`config.mk`:
```
export PLATFORM = sky130hd
export DESIGN_NAME = controlUnit
export DESIGN_NICKNAME = d
export VERILOG_FILES = /design/src/cpuPkg.sv /design/src/controlUnit.sv
export SDC_FILE = /design/constraint.sdc
export NUM_CORES = 1
export LEC_CHECK = 0
export ABC_CLOCK_PERIOD_IN_PS = 3790
export BUFFER_PORTS_ARGS = -buffer_cell sky130_fd_sc_hd__buf_2
export CAP_MARGIN = 20
export CORE_AREA = 2 2 39 41
export DETAILED_ROUTE_END_ITERATION = 8
export DIE_AREA = 0 0 41 43
export SLEW_MARGIN = 0
export SYNTH_ARGS = -nofsm -noshare
export SYNTH_HDL_FRONTEND = slang
export SYNTH_SLANG_ARGS = --single-unit
```
`constraint.sdc`:
```
create_clock -name vclk -period 3.79
set_clock_uncertainty 0.2 [all_clocks]
set_input_delay 0.758 -clock vclk [all_inputs]
set_output_delay 0.758 -clock vclk [all_outputs]
set_load 0.01 [all_outputs]
```
`src/cpuPkg.sv`:
```
package cpuPkg;

    localparam int regCount = 32;

    typedef logic [31:0] wordT;
    typedef logic [4:0]  regAddrT;

    //////////////////////////////
    // Instruction fields

    typedef enum logic [5:0] {
        opRtype = 6'd0,
        opJ     = 6'd2,
        opJal   = 6'd3,
        opBeq   = 6'd4,
        opBne   = 6'd5,
        opAddi  = 6'd8,
        opAddiu = 6'd9,
        opSlti  = 6'd10,
        opAndi  = 6'd12,
        opOri   = 6'd13,
        opXori  = 6'd14,
        opLw    = 6'd35,
        opSw    = 6'd43,
        opBgt   = 6'd48,   // Extended branches, moved clear of lw
        opBge   = 6'd49,
        opBlt   = 6'd50,
        opBle   = 6'd51,
        opBleu  = 6'd52,
        opBgtu  = 6'd53,
        opSeqi  = 6'd54
    } opcodeT;

    typedef enum logic [5:0] {
        fnSll  = 6'd0,
        fnSrl  = 6'd2,
        fnSra  = 6'd3,
        fnJr   = 6'd8,
        fnAdd  = 6'd32,
        fnAddu = 6'd33,
        fnSub  = 6'd34,
        fnSubu = 6'd35,
        fnAnd  = 6'd36,
        fnOr   = 6'd37,
        fnXor  = 6'd38,
        fnSlt  = 6'd42,
        fnSeq  = 6'd48
    } functT;

    //////////////////////////////
    // Decode results

    // Main decoder to ALU decoder
    typedef enum logic [2:0] {
        reqRtype, reqAdd, reqAddu, reqAnd, reqOr, reqXor, reqSlt, reqSeq
    } aluReqT;

    typedef enum logic [3:0] {
        aluAdd, aluAddu, aluSub, aluSubu, aluAnd, aluOr,
        aluXor, aluSlt, aluSeq, aluSll, aluSrl, aluSra
    } aluOpT;

    typedef enum logic [3:0] {
        brNone, brEq, brNe, brGt, brGe, brLt, brLe, brLeu, brGtu
    } branchCondT;

    typedef enum logic [1:0] {wbAlu, wbMem, wbLink} wbSelT;
    typedef enum logic [1:0] {dstRt, dstRd, dstRa} dstSelT;

endpackage

```
`src/controlUnit.sv`:
```
`timescale 1ns/1ns

module controlUnit import cpuPkg::*; (
    input  opcodeT     opcode,
    output dstSelT     dstSel,
    output wbSelT      wbSel,
    output logic       regWrite,
    output logic       aluSrcImm,
    output logic       memWrite,
    output logic       jump,
    output branchCondT branchCond,
    output aluReqT     aluReq
);

    always_comb begin
        // Everything idle, so an unknown opcode just steps to PC+1
        dstSel     = dstRt;
        wbSel      = wbAlu;
        regWrite   = 1'b0;
        aluSrcImm  = 1'b0;
        memWrite   = 1'b0;
        jump       = 1'b0;
        branchCond = brNone;
        aluReq     = reqAdd;

        case (opcode)
            opRtype: begin
                dstSel   = dstRd;   // jr lands on r0 and is dropped
                regWrite = 1'b1;
                aluReq   = reqRtype;
            end
            opAddi: begin
                regWrite  = 1'b1;
                aluSrcImm = 1'b1;
            end
            opAddiu: begin
                regWrite  = 1'b1;
                aluSrcImm = 1'b1;
                aluReq    = reqAddu;
            end
            opAndi: begin
                regWrite  = 1'b1;
                aluSrcImm = 1'b1;
                aluReq    = reqAnd;
            end
            opOri: begin
                regWrite  = 1'b1;
                aluSrcImm = 1'b1;
                aluReq    = reqOr;
            end
            opXori: begin
                regWrite  = 1'b1;
                aluSrcImm = 1'b1;
                aluReq    = reqXor;
            end
            opSlti: begin
                regWrite  = 1'b1;
                aluSrcImm = 1'b1;
                aluReq    = reqSlt;
            end
            opSeqi: begin
                regWrite  = 1'b1;
                aluSrcImm = 1'b1;
                aluReq    = reqSeq;
            end
            opLw: begin
                regWrite  = 1'b1;
                aluSrcImm = 1'b1;   // Address is rs + imm
                wbSel     = wbMem;
            end
            opSw: begin
                aluSrcImm = 1'b1;
                memWrite  = 1'b1;
            end
            opBeq:  branchCond = brEq;
            opBne:  branchCond = brNe;
            opBgt:  branchCond = brGt;
            opBge:  branchCond = brGe;
            opBlt:  branchCond = brLt;
            opBle:  branchCond = brLe;
            opBleu: branchCond = brLeu;
            opBgtu: branchCond = brGtu;
            opJ:    jump = 1'b1;
            opJal: begin
                jump     = 1'b1;
                regWrite = 1'b1;
                dstSel   = dstRa;
                wbSel    = wbLink;
            end
            default: ;
        endcase
    end

endmodule

```
==> flow_summary.ini, run 1 <==
[status]
status = finished clean

[global_routing]
antenna_found_initial = 0
grt_pass1_vias = 393
grt_overflow = 0
grt_usage_pct = 12.7
grt_pass1_wl_mm = 1.73
grt_max_degree = 18

[die]
die_x_um = 41
die_area_um2 = 1760
fp.coreArea_um2 = 1380
die_h_um = 43
start_util_pct = 27.8
rows = 14
pin_count = 21

[sta]
fin_crit_ns = 2.73
timing.fmax_ghz = 0.366
period_share_pct = 72.0
relSlewSlack_pct = 80.1
finalMaxSlewViolations = 0
worst_slew_pin_slew_ns = 0.299
finalSetupTns_ns = 0
hold_viol = 0
finalSetupViolations = 0
rsz0062_at_grt = false

[critical_path]
cp_num_buf_inv = 2
crit_top_cell = buf_2
cp-endpoint = branchCond[0]
crit_type = in2out
critPathLaunchType = input pin
crit_chain = buf_2, and2_1, a21oi_1, a2111oi_2, buf_2
cpPeakStageDelay_ns = 0.31
required_ns = 2.83
endpoint_kind = output port
worstPathMaxFanout = 12
slowest_stage = a2111oi_2
cp.arrival_ns = 1.77
cp.depth = 5
cp-startpoint = opcode[4]
path_delay_family = buffers and inverters

[synthesis]
yosysTopAreaCellShare_pct = 5.86
synth_area_um2 = 384
post-synth-top-area-cell = buf_4
ys_types = 33
synth_area_leaders = buf_4 5.9%, and4b_1 5.2%, buf_2 5.2%, nor2_1 4.9%, nor4b_1 4.6%
synthMostInstantiatedCell = nor2_1
ys_top_cells_by_count = 5 x nor2_1, 4 x buf_2
postSynthCellCount = 56
yosysSeqAreaShare_pct = 0
yosysWarnings = 0
syn_nets = 62
syn_area_per_cell_um2 = 6.86

[route]
drt_first_pass_iters = 6
ant_nets = 0
vias = 462
wl_per_cell_um = 12.3
wl_mm = 1.05
drc_errors = 0
viasPerCell = 5.44
drtIter0Drc = 8

[clock_tree]
hold_buffers = 0
post_cts_buffers = 0
cts_resized = 0

[power]
peakVddDrop_mv = 0.0197
combPwrFrac_pct = 100.0
swShare_pct = 62.5
p_per_area_nw_per_um2 = 89.2
leakagePower_nw = 0.201
p_int_w = 0.0000152
power_frac_seq_pct = 0
p_switching_w = 0.0000254
p_clk_share_pct = 0

[cells_and_area]
area_growth_pct = 18.6
seq_cell_count = 0
drive_gt1_share_pct = 36.2
antenna_cells = 0
nClkBuffers = 0
regArea_um2 = 0
design_area_um2 = 455
nets = 77
fillers = 161

[place]
place_hpwl_um = 781
io_buffer_count = 21
placed_area_um2 = 455
gp_congestion = 0.733

[run]
maxCapViolations = 0

[worst_hold_path]
hold_path_depth = 3
hp-class = in2out
-- power by group through the flow --
| stage | clock [W] | combinational (W) | sequential, W |
|---|---|---|---|
| 2_1_floorplan | 0 | 0.0000318 | 0 |
| 3_3_place_gp | 0 | 0.0000403 | 0 |
| 3_5_place_dp | 0 | 0.0000404 | 0 |
| 4_1_cts | 0 | 0.0000406 | 0 |
| 5_1_grt | 0 | 0.0000454 | 0 |
| 6_report | 0 | 0.0000406 | 0 |
-- worst min-delay path by stage --
stage / startpoint / to / slack, ns
floorplan: opcode[4] / aluReq[0] / 1.46
global placement: opcode[1] / dstSel[0] / 1.72
detailed placement: opcode[1] / dstSel[0] / 1.73
CTS: opcode[1] / dstSel[0] / 1.73
global route: opcode[1] / dstSel[0] / 1.76
finish: opcode[1] / dstSel[0] / 1.73
-- layer usage --
layer  GRT usage [%]  part of all wire, %
met1            19.6                   46
met2            19.4                   48
met3            1.05                  5.9
met4           0.667                    0
met5               0                    0
-- cell families (layout without fill, tap and decap cells) --
family | count (synthesis) | in the layout | share of synthesized area (%)
AND/OR/NAND/NOR | 29 | 29 | 49.5
AO/OA/AOI/OAI | 16 | 16 | 32.2
buffers and inverters | 10 | 23 | 16.0
XOR/XNOR | 1 | 1 | 2.28
-- cell type report --
type / count / area (µm²) / area share (%)
inverters: 2 / 7.51 / 1.65
multi-input cells: 46 / 323 / 70.9
well taps: 16 / 20.0 / 4.40
repair buffers: 21 / 105 / 23.1
-- placed cells by master, fill, tap and decap left out, types with 2 or more instances in the layout --
cell | synthesis | layout
nor2_1 | 5 | 5
nand2_1 | 3 | 3
o21ai_1 | 3 | 3
nand3b_1 | 2 | 2
nor3b_1 | 2 | 2
and4b_1 | 2 | 2
a21oi_1 | 3 | 3
nor2b_1 | 2 | 2
nand3_1 | 2 | 2
inv_1 | 2 | 2
nor4b_1 | 2 | 2
nor3_1 | 2 | 2
buf_2 | 4 | 21
-- metrics by stage --
| stage | setup slack, ns | utilization, % | cells | hold WS (ns) | power [W] |
|---|---|---|---|---|---|
| 3_3_place_gp | 1.07 | 32.9 | 85 | 1.72 | 0.0000403 |
| 2_1_floorplan | 1.08 | - | 56 | 1.46 | 0.0000318 |
| 6_report | 1.06 | 32.9 | 85 | 1.73 | 0.0000406 |
| 3_5_place_dp | 1.06 | 32.9 | 85 | 1.73 | 0.0000404 |
| 5_1_grt | 0.970 | 32.9 | 85 | 1.76 | 0.0000454 |
| 4_1_cts | 1.05 | 32.9 | 85 | 1.73 | 0.0000406 |
Power figures use the tool's default switching activity.
==> run 2, diff against run 1 <==
--- a/config.mk
+++ b/config.mk
@@ -5,7 +5,7 @@
 export SDC_FILE = /design/constraint.sdc
 export NUM_CORES = 1
 export LEC_CHECK = 0
-export ABC_CLOCK_PERIOD_IN_PS = 3790
+export ABC_CLOCK_PERIOD_IN_PS = 2200
 export BUFFER_PORTS_ARGS = -buffer_cell sky130_fd_sc_hd__buf_2
 export CAP_MARGIN = 20
 export CORE_AREA = 2 2 39 41
==> constraint.sdc (replaced) <==
create_clock -name vclk -period 2.2
set_clock_uncertainty 0.2 [all_clocks]
set_input_delay 0.44 -clock vclk [all_inputs]
set_output_delay 0.44 -clock vclk [all_outputs]
set_load 0.01 [all_outputs]
==> run 2 against run 1 <==
  * Worst setup slack got worse by 0.93 ns
  * Total power up 76%
  * Wire length shrank 2.4%
  * Non-clock buffer count rose by 1
  * Clock-buffer cell count unchanged
  * Critical path depth is the same
  * Global-route usage shrank 1.9 points
  * Critical endpoint is now aluReq[2]
==> flow_summary.ini, run 2 (synthesis results as in run 1) <==
[place]
dp_slack_ns = 0.142
io_buffer_count = 21
place_hpwl_um = 742
gp_congestion = 0.754

[clock_tree]
hold_buffers = 0
cts_resized = 0
post_cts_buffers = 0

[sta]
period_share_pct = 94.1
rsz0062_at_grt = false
worst_slew_pin_slew_ns = 0.308
timing.fmax_ghz = 0.483
fin_crit_ns = 2.07
relSlewSlack_pct = 79.5
worst_slack_ns = 0.130
finalSetupTns_ns = 0
finalMaxSlewViolations = 0
finalSetupViolations = 0
hold_slack_ns = 1.06
hold_viol = 0

[worst_hold_path]
hold_end = branchCond[0]
hp-class = in2out
hold_path_depth = 3
hold_start = opcode[0]

[die]
pin_count = 21
start_util_pct = 27.8
rows = 14
die_h_um = 43
die_area_um2 = 1760
fp.coreArea_um2 = 1380
die_x_um = 41

[critical_path]
slowest_stage = and4b_1
cpPeakStageDelay_ns = 0.29
cp-startpoint = opcode[2]
cp_num_buf_inv = 2
crit_top_cell = buf_2
critPathLaunchType = input pin
path_delay_family = buffers and inverters
cp.arrival_ns = 1.43
required_ns = 1.56
worstPathMaxFanout = 17
crit_type = in2out
endpoint_kind = output port
crit_chain = buf_2, and4b_1, a21oi_1, o32ai_2, buf_2

[global_routing]
grt_usage_pct = 10.8
grt_pass1_wl_mm = 1.43
grt_pass1_vias = 335
grt_max_degree = 18
grt_overflow = 0
antenna_found_initial = 0

[power]
p_per_area_nw_per_um2 = 154
combPwrFrac_pct = 100.0
swShare_pct = 61.7
p_total_w = 0.0000715
power_frac_seq_pct = 0
peakVddDrop_mv = 0.0405
p_int_w = 0.0000274
leakagePower_nw = 0.206
p_switching_w = 0.0000441
p_clk_share_pct = 0

[cells_and_area]
layout_commonest_cell = buf_2
layout_common_cells = 21 x buf_2, 5 x nor2_1, 3 x a21oi_1, 3 x nand2_1, 3 x o21ai_1
regArea_um2 = 0
fillers = 159
nClkBuffers = 0
nets = 78
antenna_cells = 0
seq_cell_count = 0
area_growth_pct = 20.5
drive_gt1_share_pct = 37.1

[route]
vias = 455
drtIter0Drc = 7
wl_mm = 1.02
drc_errors = 0
wl_per_cell_um = 11.9
viasPerCell = 5.29
ant_nets = 0
drt_first_pass_iters = 3

[status]
status = finished clean

[run]
maxCapViolations = 0
## run 2: changes by cell type in the layout (fill, tap and decap cells not counted), sizes merged
cell	previous run	this run
buf	21	22
## run 2: how the worst max path moves through the flow
| stage | endpoint | slack (ns) | cells past startpoint |
|---|---|---|---|
| finish | aluReq[2] | 0.13 | 5 |
| global route | branchCond[0] | 0.05 | 5 |
| CTS | branchCond[0] | 0.14 | 5 |
| detailed placement | branchCond[0] | 0.14 | 5 |
| global placement | branchCond[0] | 0.17 | 5 |
| floorplan | wbSel[1] | 0.13 | 6 |
## run 2: routing by layer
metal	GRT usage, %	share of wire [%]	wire length [µm]
met3	0.524	5.0	51
met1	15.5	48	493
met4	0	0	0
met2	18.1	47	476
met5	0	0	0
## run 2: worst min-delay path, stage by stage
cell,delay [ns]
buf_2,0.19
a2111oi_2,0.05
buf_2,0.14
## run 2: power by group through the flow
stage | sequential [W] | clock, W | combinational (W)
3_3_place_gp | 0 | 0 | 0.0000702
2_1_floorplan | 0 | 0 | 0.0000548
6_report | 0 | 0 | 0.0000715
4_1_cts | 0 | 0 | 0.0000712
5_1_grt | 0 | 0 | 0.0000782
3_5_place_dp | 0 | 0 | 0.0000709
## run 2: final cells by class
| class | count | area, µm² | area share (%) |
|---|---|---|---|
| Timing Repair Buffer | 22 | 113 | 24.3 |
| Inverter | 2 | 7.51 | 1.62 |
| Tap cell | 16 | 20.0 | 4.32 |
| Multi-Input combinational cell | 46 | 323 | 69.7 |
## run 2: per-stage QoR
stage               cells  area [µm²]  util, %
finish                 86         463     33.5
CTS                    86         463     33.5
global placement       86         463     33.5
detailed placement     86         463     33.5
floorplan              56         384        -
global route           86         463     33.5
==> run 3, diff against run 2 <==
--- a/config.mk
+++ b/config.mk
@@ -5,13 +5,14 @@
 export SDC_FILE = /design/constraint.sdc
 export NUM_CORES = 1
 export LEC_CHECK = 0
+export ABC_AREA = 1
 export ABC_CLOCK_PERIOD_IN_PS = 2200
 export BUFFER_PORTS_ARGS = -buffer_cell sky130_fd_sc_hd__buf_2
 export CAP_MARGIN = 20
 export CORE_AREA = 2 2 39 41
 export DETAILED_ROUTE_END_ITERATION = 8
 export DIE_AREA = 0 0 41 43
-export SLEW_MARGIN = 0
+export RECOVER_POWER = 100
 export SYNTH_ARGS = -nofsm -noshare
 export SYNTH_HDL_FRONTEND = slang
 export SYNTH_SLANG_ARGS = --single-unit
==> run 3 against run 2 <==
  * Non-clock buffer count is 1 lower
  * Total power is 15% lower
  * Die area stayed put
  * Fmax is 2.7% higher
  * Cell count is 22% higher
  * Core utilization is 1.1 points lower
  * Worst hold slack worse by 0.055 ns
  * Sequential cell count stayed put
  * Synthesized cell count is 23% higher
==> flow_summary.ini, run 3 <==
[status]
status = finished clean

[die]
pin_count = 21
die_area_um2 = 1760
die_x_um = 41
fp.coreArea_um2 = 1380
rows = 14
die_h_um = 43
start_util_pct = 25.0

[worst_hold_path]
hold_end = wbSel[0]
hold_start = opcode[4]
hp-class = in2out
hold_path_depth = 3

[cells_and_area]
seq_cell_count = 0
area_growth_pct = 29.2
nets = 97
layout_common_cells = 20 x nand2_1, 13 x clkbuf_1, 10 x nor2_1, 8 x inv_1, 8 x buf_2
drive_gt1_share_pct = 25.8
antenna_cells = 0
nClkBuffers = 0
layout_commonest_cell = nand2_1
regArea_um2 = 0

[route]
wl_um = 970
drc_errors = 0
drtIter0Drc = 9
vias = 465
viasPerCell = 4.43
ant_nets = 0
wl_per_cell_um = 9.24
drt_first_pass_iters = 4

[sta]
relSlewSlack_pct = 80.2
fin_crit_ns = 2.02
period_share_pct = 91.6
worst_slew_pin_slew_ns = 0.296
hold_slack_ns = 1.01
finalMaxSlewViolations = 0
finalSetupTns_ns = 0
finalSetupViolations = 0
rsz0062_at_grt = false
hold_viol = 0
worst_slack_ns = 0.185
timing.fmax_ghz = 0.496

[global_routing]
grt_overflow = 0
grt_pass1_wl_mm = 1.50
grt_usage_pct = 11.4
antenna_found_initial = 0
grt_pass1_vias = 372
grt_max_degree = 10

[critical_path]
cp.arrival_ns = 1.38
slowest_stage = nor2_2
cpPeakStageDelay_ns = 0.27
critPathLaunchType = input pin
worstPathMaxFanout = 5
crit_chain = clkbuf_1, nor2_2, nand3_1, and3_1, nand2_1, clkbuf_1
required_ns = 1.56
cp-startpoint = opcode[0]
crit_type = in2out
endpoint_kind = output port
crit_top_cell = clkbuf_1

[synthesis]
synthMostInstantiatedCell = nand2_1
yosysSeqAreaShare_pct = 0
yosysTopAreaCellShare_pct = 21.7
ys_types = 18
yosysWarnings = 0
synth_area_leaders = nand2_1 22%, nor2_1 11%, nand3_1 10%, nor2_4 9.7%, inv_1 8.7%
synth_area_um2 = 347
syn_area_per_cell_um2 = 5.02
postSynthCellCount = 69
post-synth-top-area-cell = nand2_1
syn_nets = 75
ys_top_cells_by_count = 20 x nand2_1, 10 x nor2_1, 8 x inv_1

[place]
dp_slack_ns = 0.235
gp_congestion = 0.778
place_hpwl_um = 834
io_buffer_count = 21

[clock_tree]
post_cts_buffers = 0
hold_buffers = 0
cts_resized = 0

[run]
maxCapViolations = 0

[power]
peakVddDrop_mv = 0.0557
p_per_area_nw_per_um2 = 136
leakagePower_nw = 0.250
-- run 3: power breakdown --
group	switching [W]	leakage (nW)	internal, W	total, W
Sequential	0	0	0	0
Clock	0	0	0	0
Combinational	0.0000418	0.250	0.0000193	0.0000611
Total	0.0000418	0.250	0.0000193	0.0000611
-- run 3: worst max-delay path, delay by kind of cell --
family	cells	cell delay, ns
AND/OR/NAND/NOR	4	0.65
buffers and inverters	2	0.29
-- run 3: per-stage QoR --
step	std cells	total power (W)	area [µm²]	utilization, %
detailed placement	105	0.0000628	464	33.5
CTS	105	0.0000629	464	33.5
global placement	105	0.0000629	464	33.5
finish	105	0.0000611	448	32.4
floorplan	69	0.0000382	347	-
global route	105	0.0000676	448	32.4
-- run 3: how the worst max path moves through the flow --
| stage | to | depth (start not counted) |
|---|---|---|
| 6_report | aluReq[0] | 6 |
| 5_1_grt | aluSrcImm | 9 |
| 4_1_cts | branchCond[2] | 4 |
| 3_5_place_dp | aluReq[0] | 8 |
| 3_3_place_gp | aluReq[0] | 8 |
| 2_1_floorplan | wbSel[1] | 6 |
-- run 3: kinds of logic after synthesis --
family | count (synthesis) | synth area share [%]
simple gates | 51 | 74.4
buf+inv | 14 | 16.2
compound gates | 3 | 6.14
mux | 1 | 3.25
-- run 3: layer usage --
layer	vias up	track usage [%]	share of wire, %
met5	-	0	0
met4	0	0	0
met3	0	0.524	5.4
met2	10	19.1	48
met1	195	16.5	47
li1	260	-	-
-- run 3: cell type report --
class,instances,area (µm²)
Multi-Input combinational cell,55,290
Fill cell,177,936
Tap cell,16,20.0
Inverter,13,48.8
Timing Repair Buffer,21,88.8
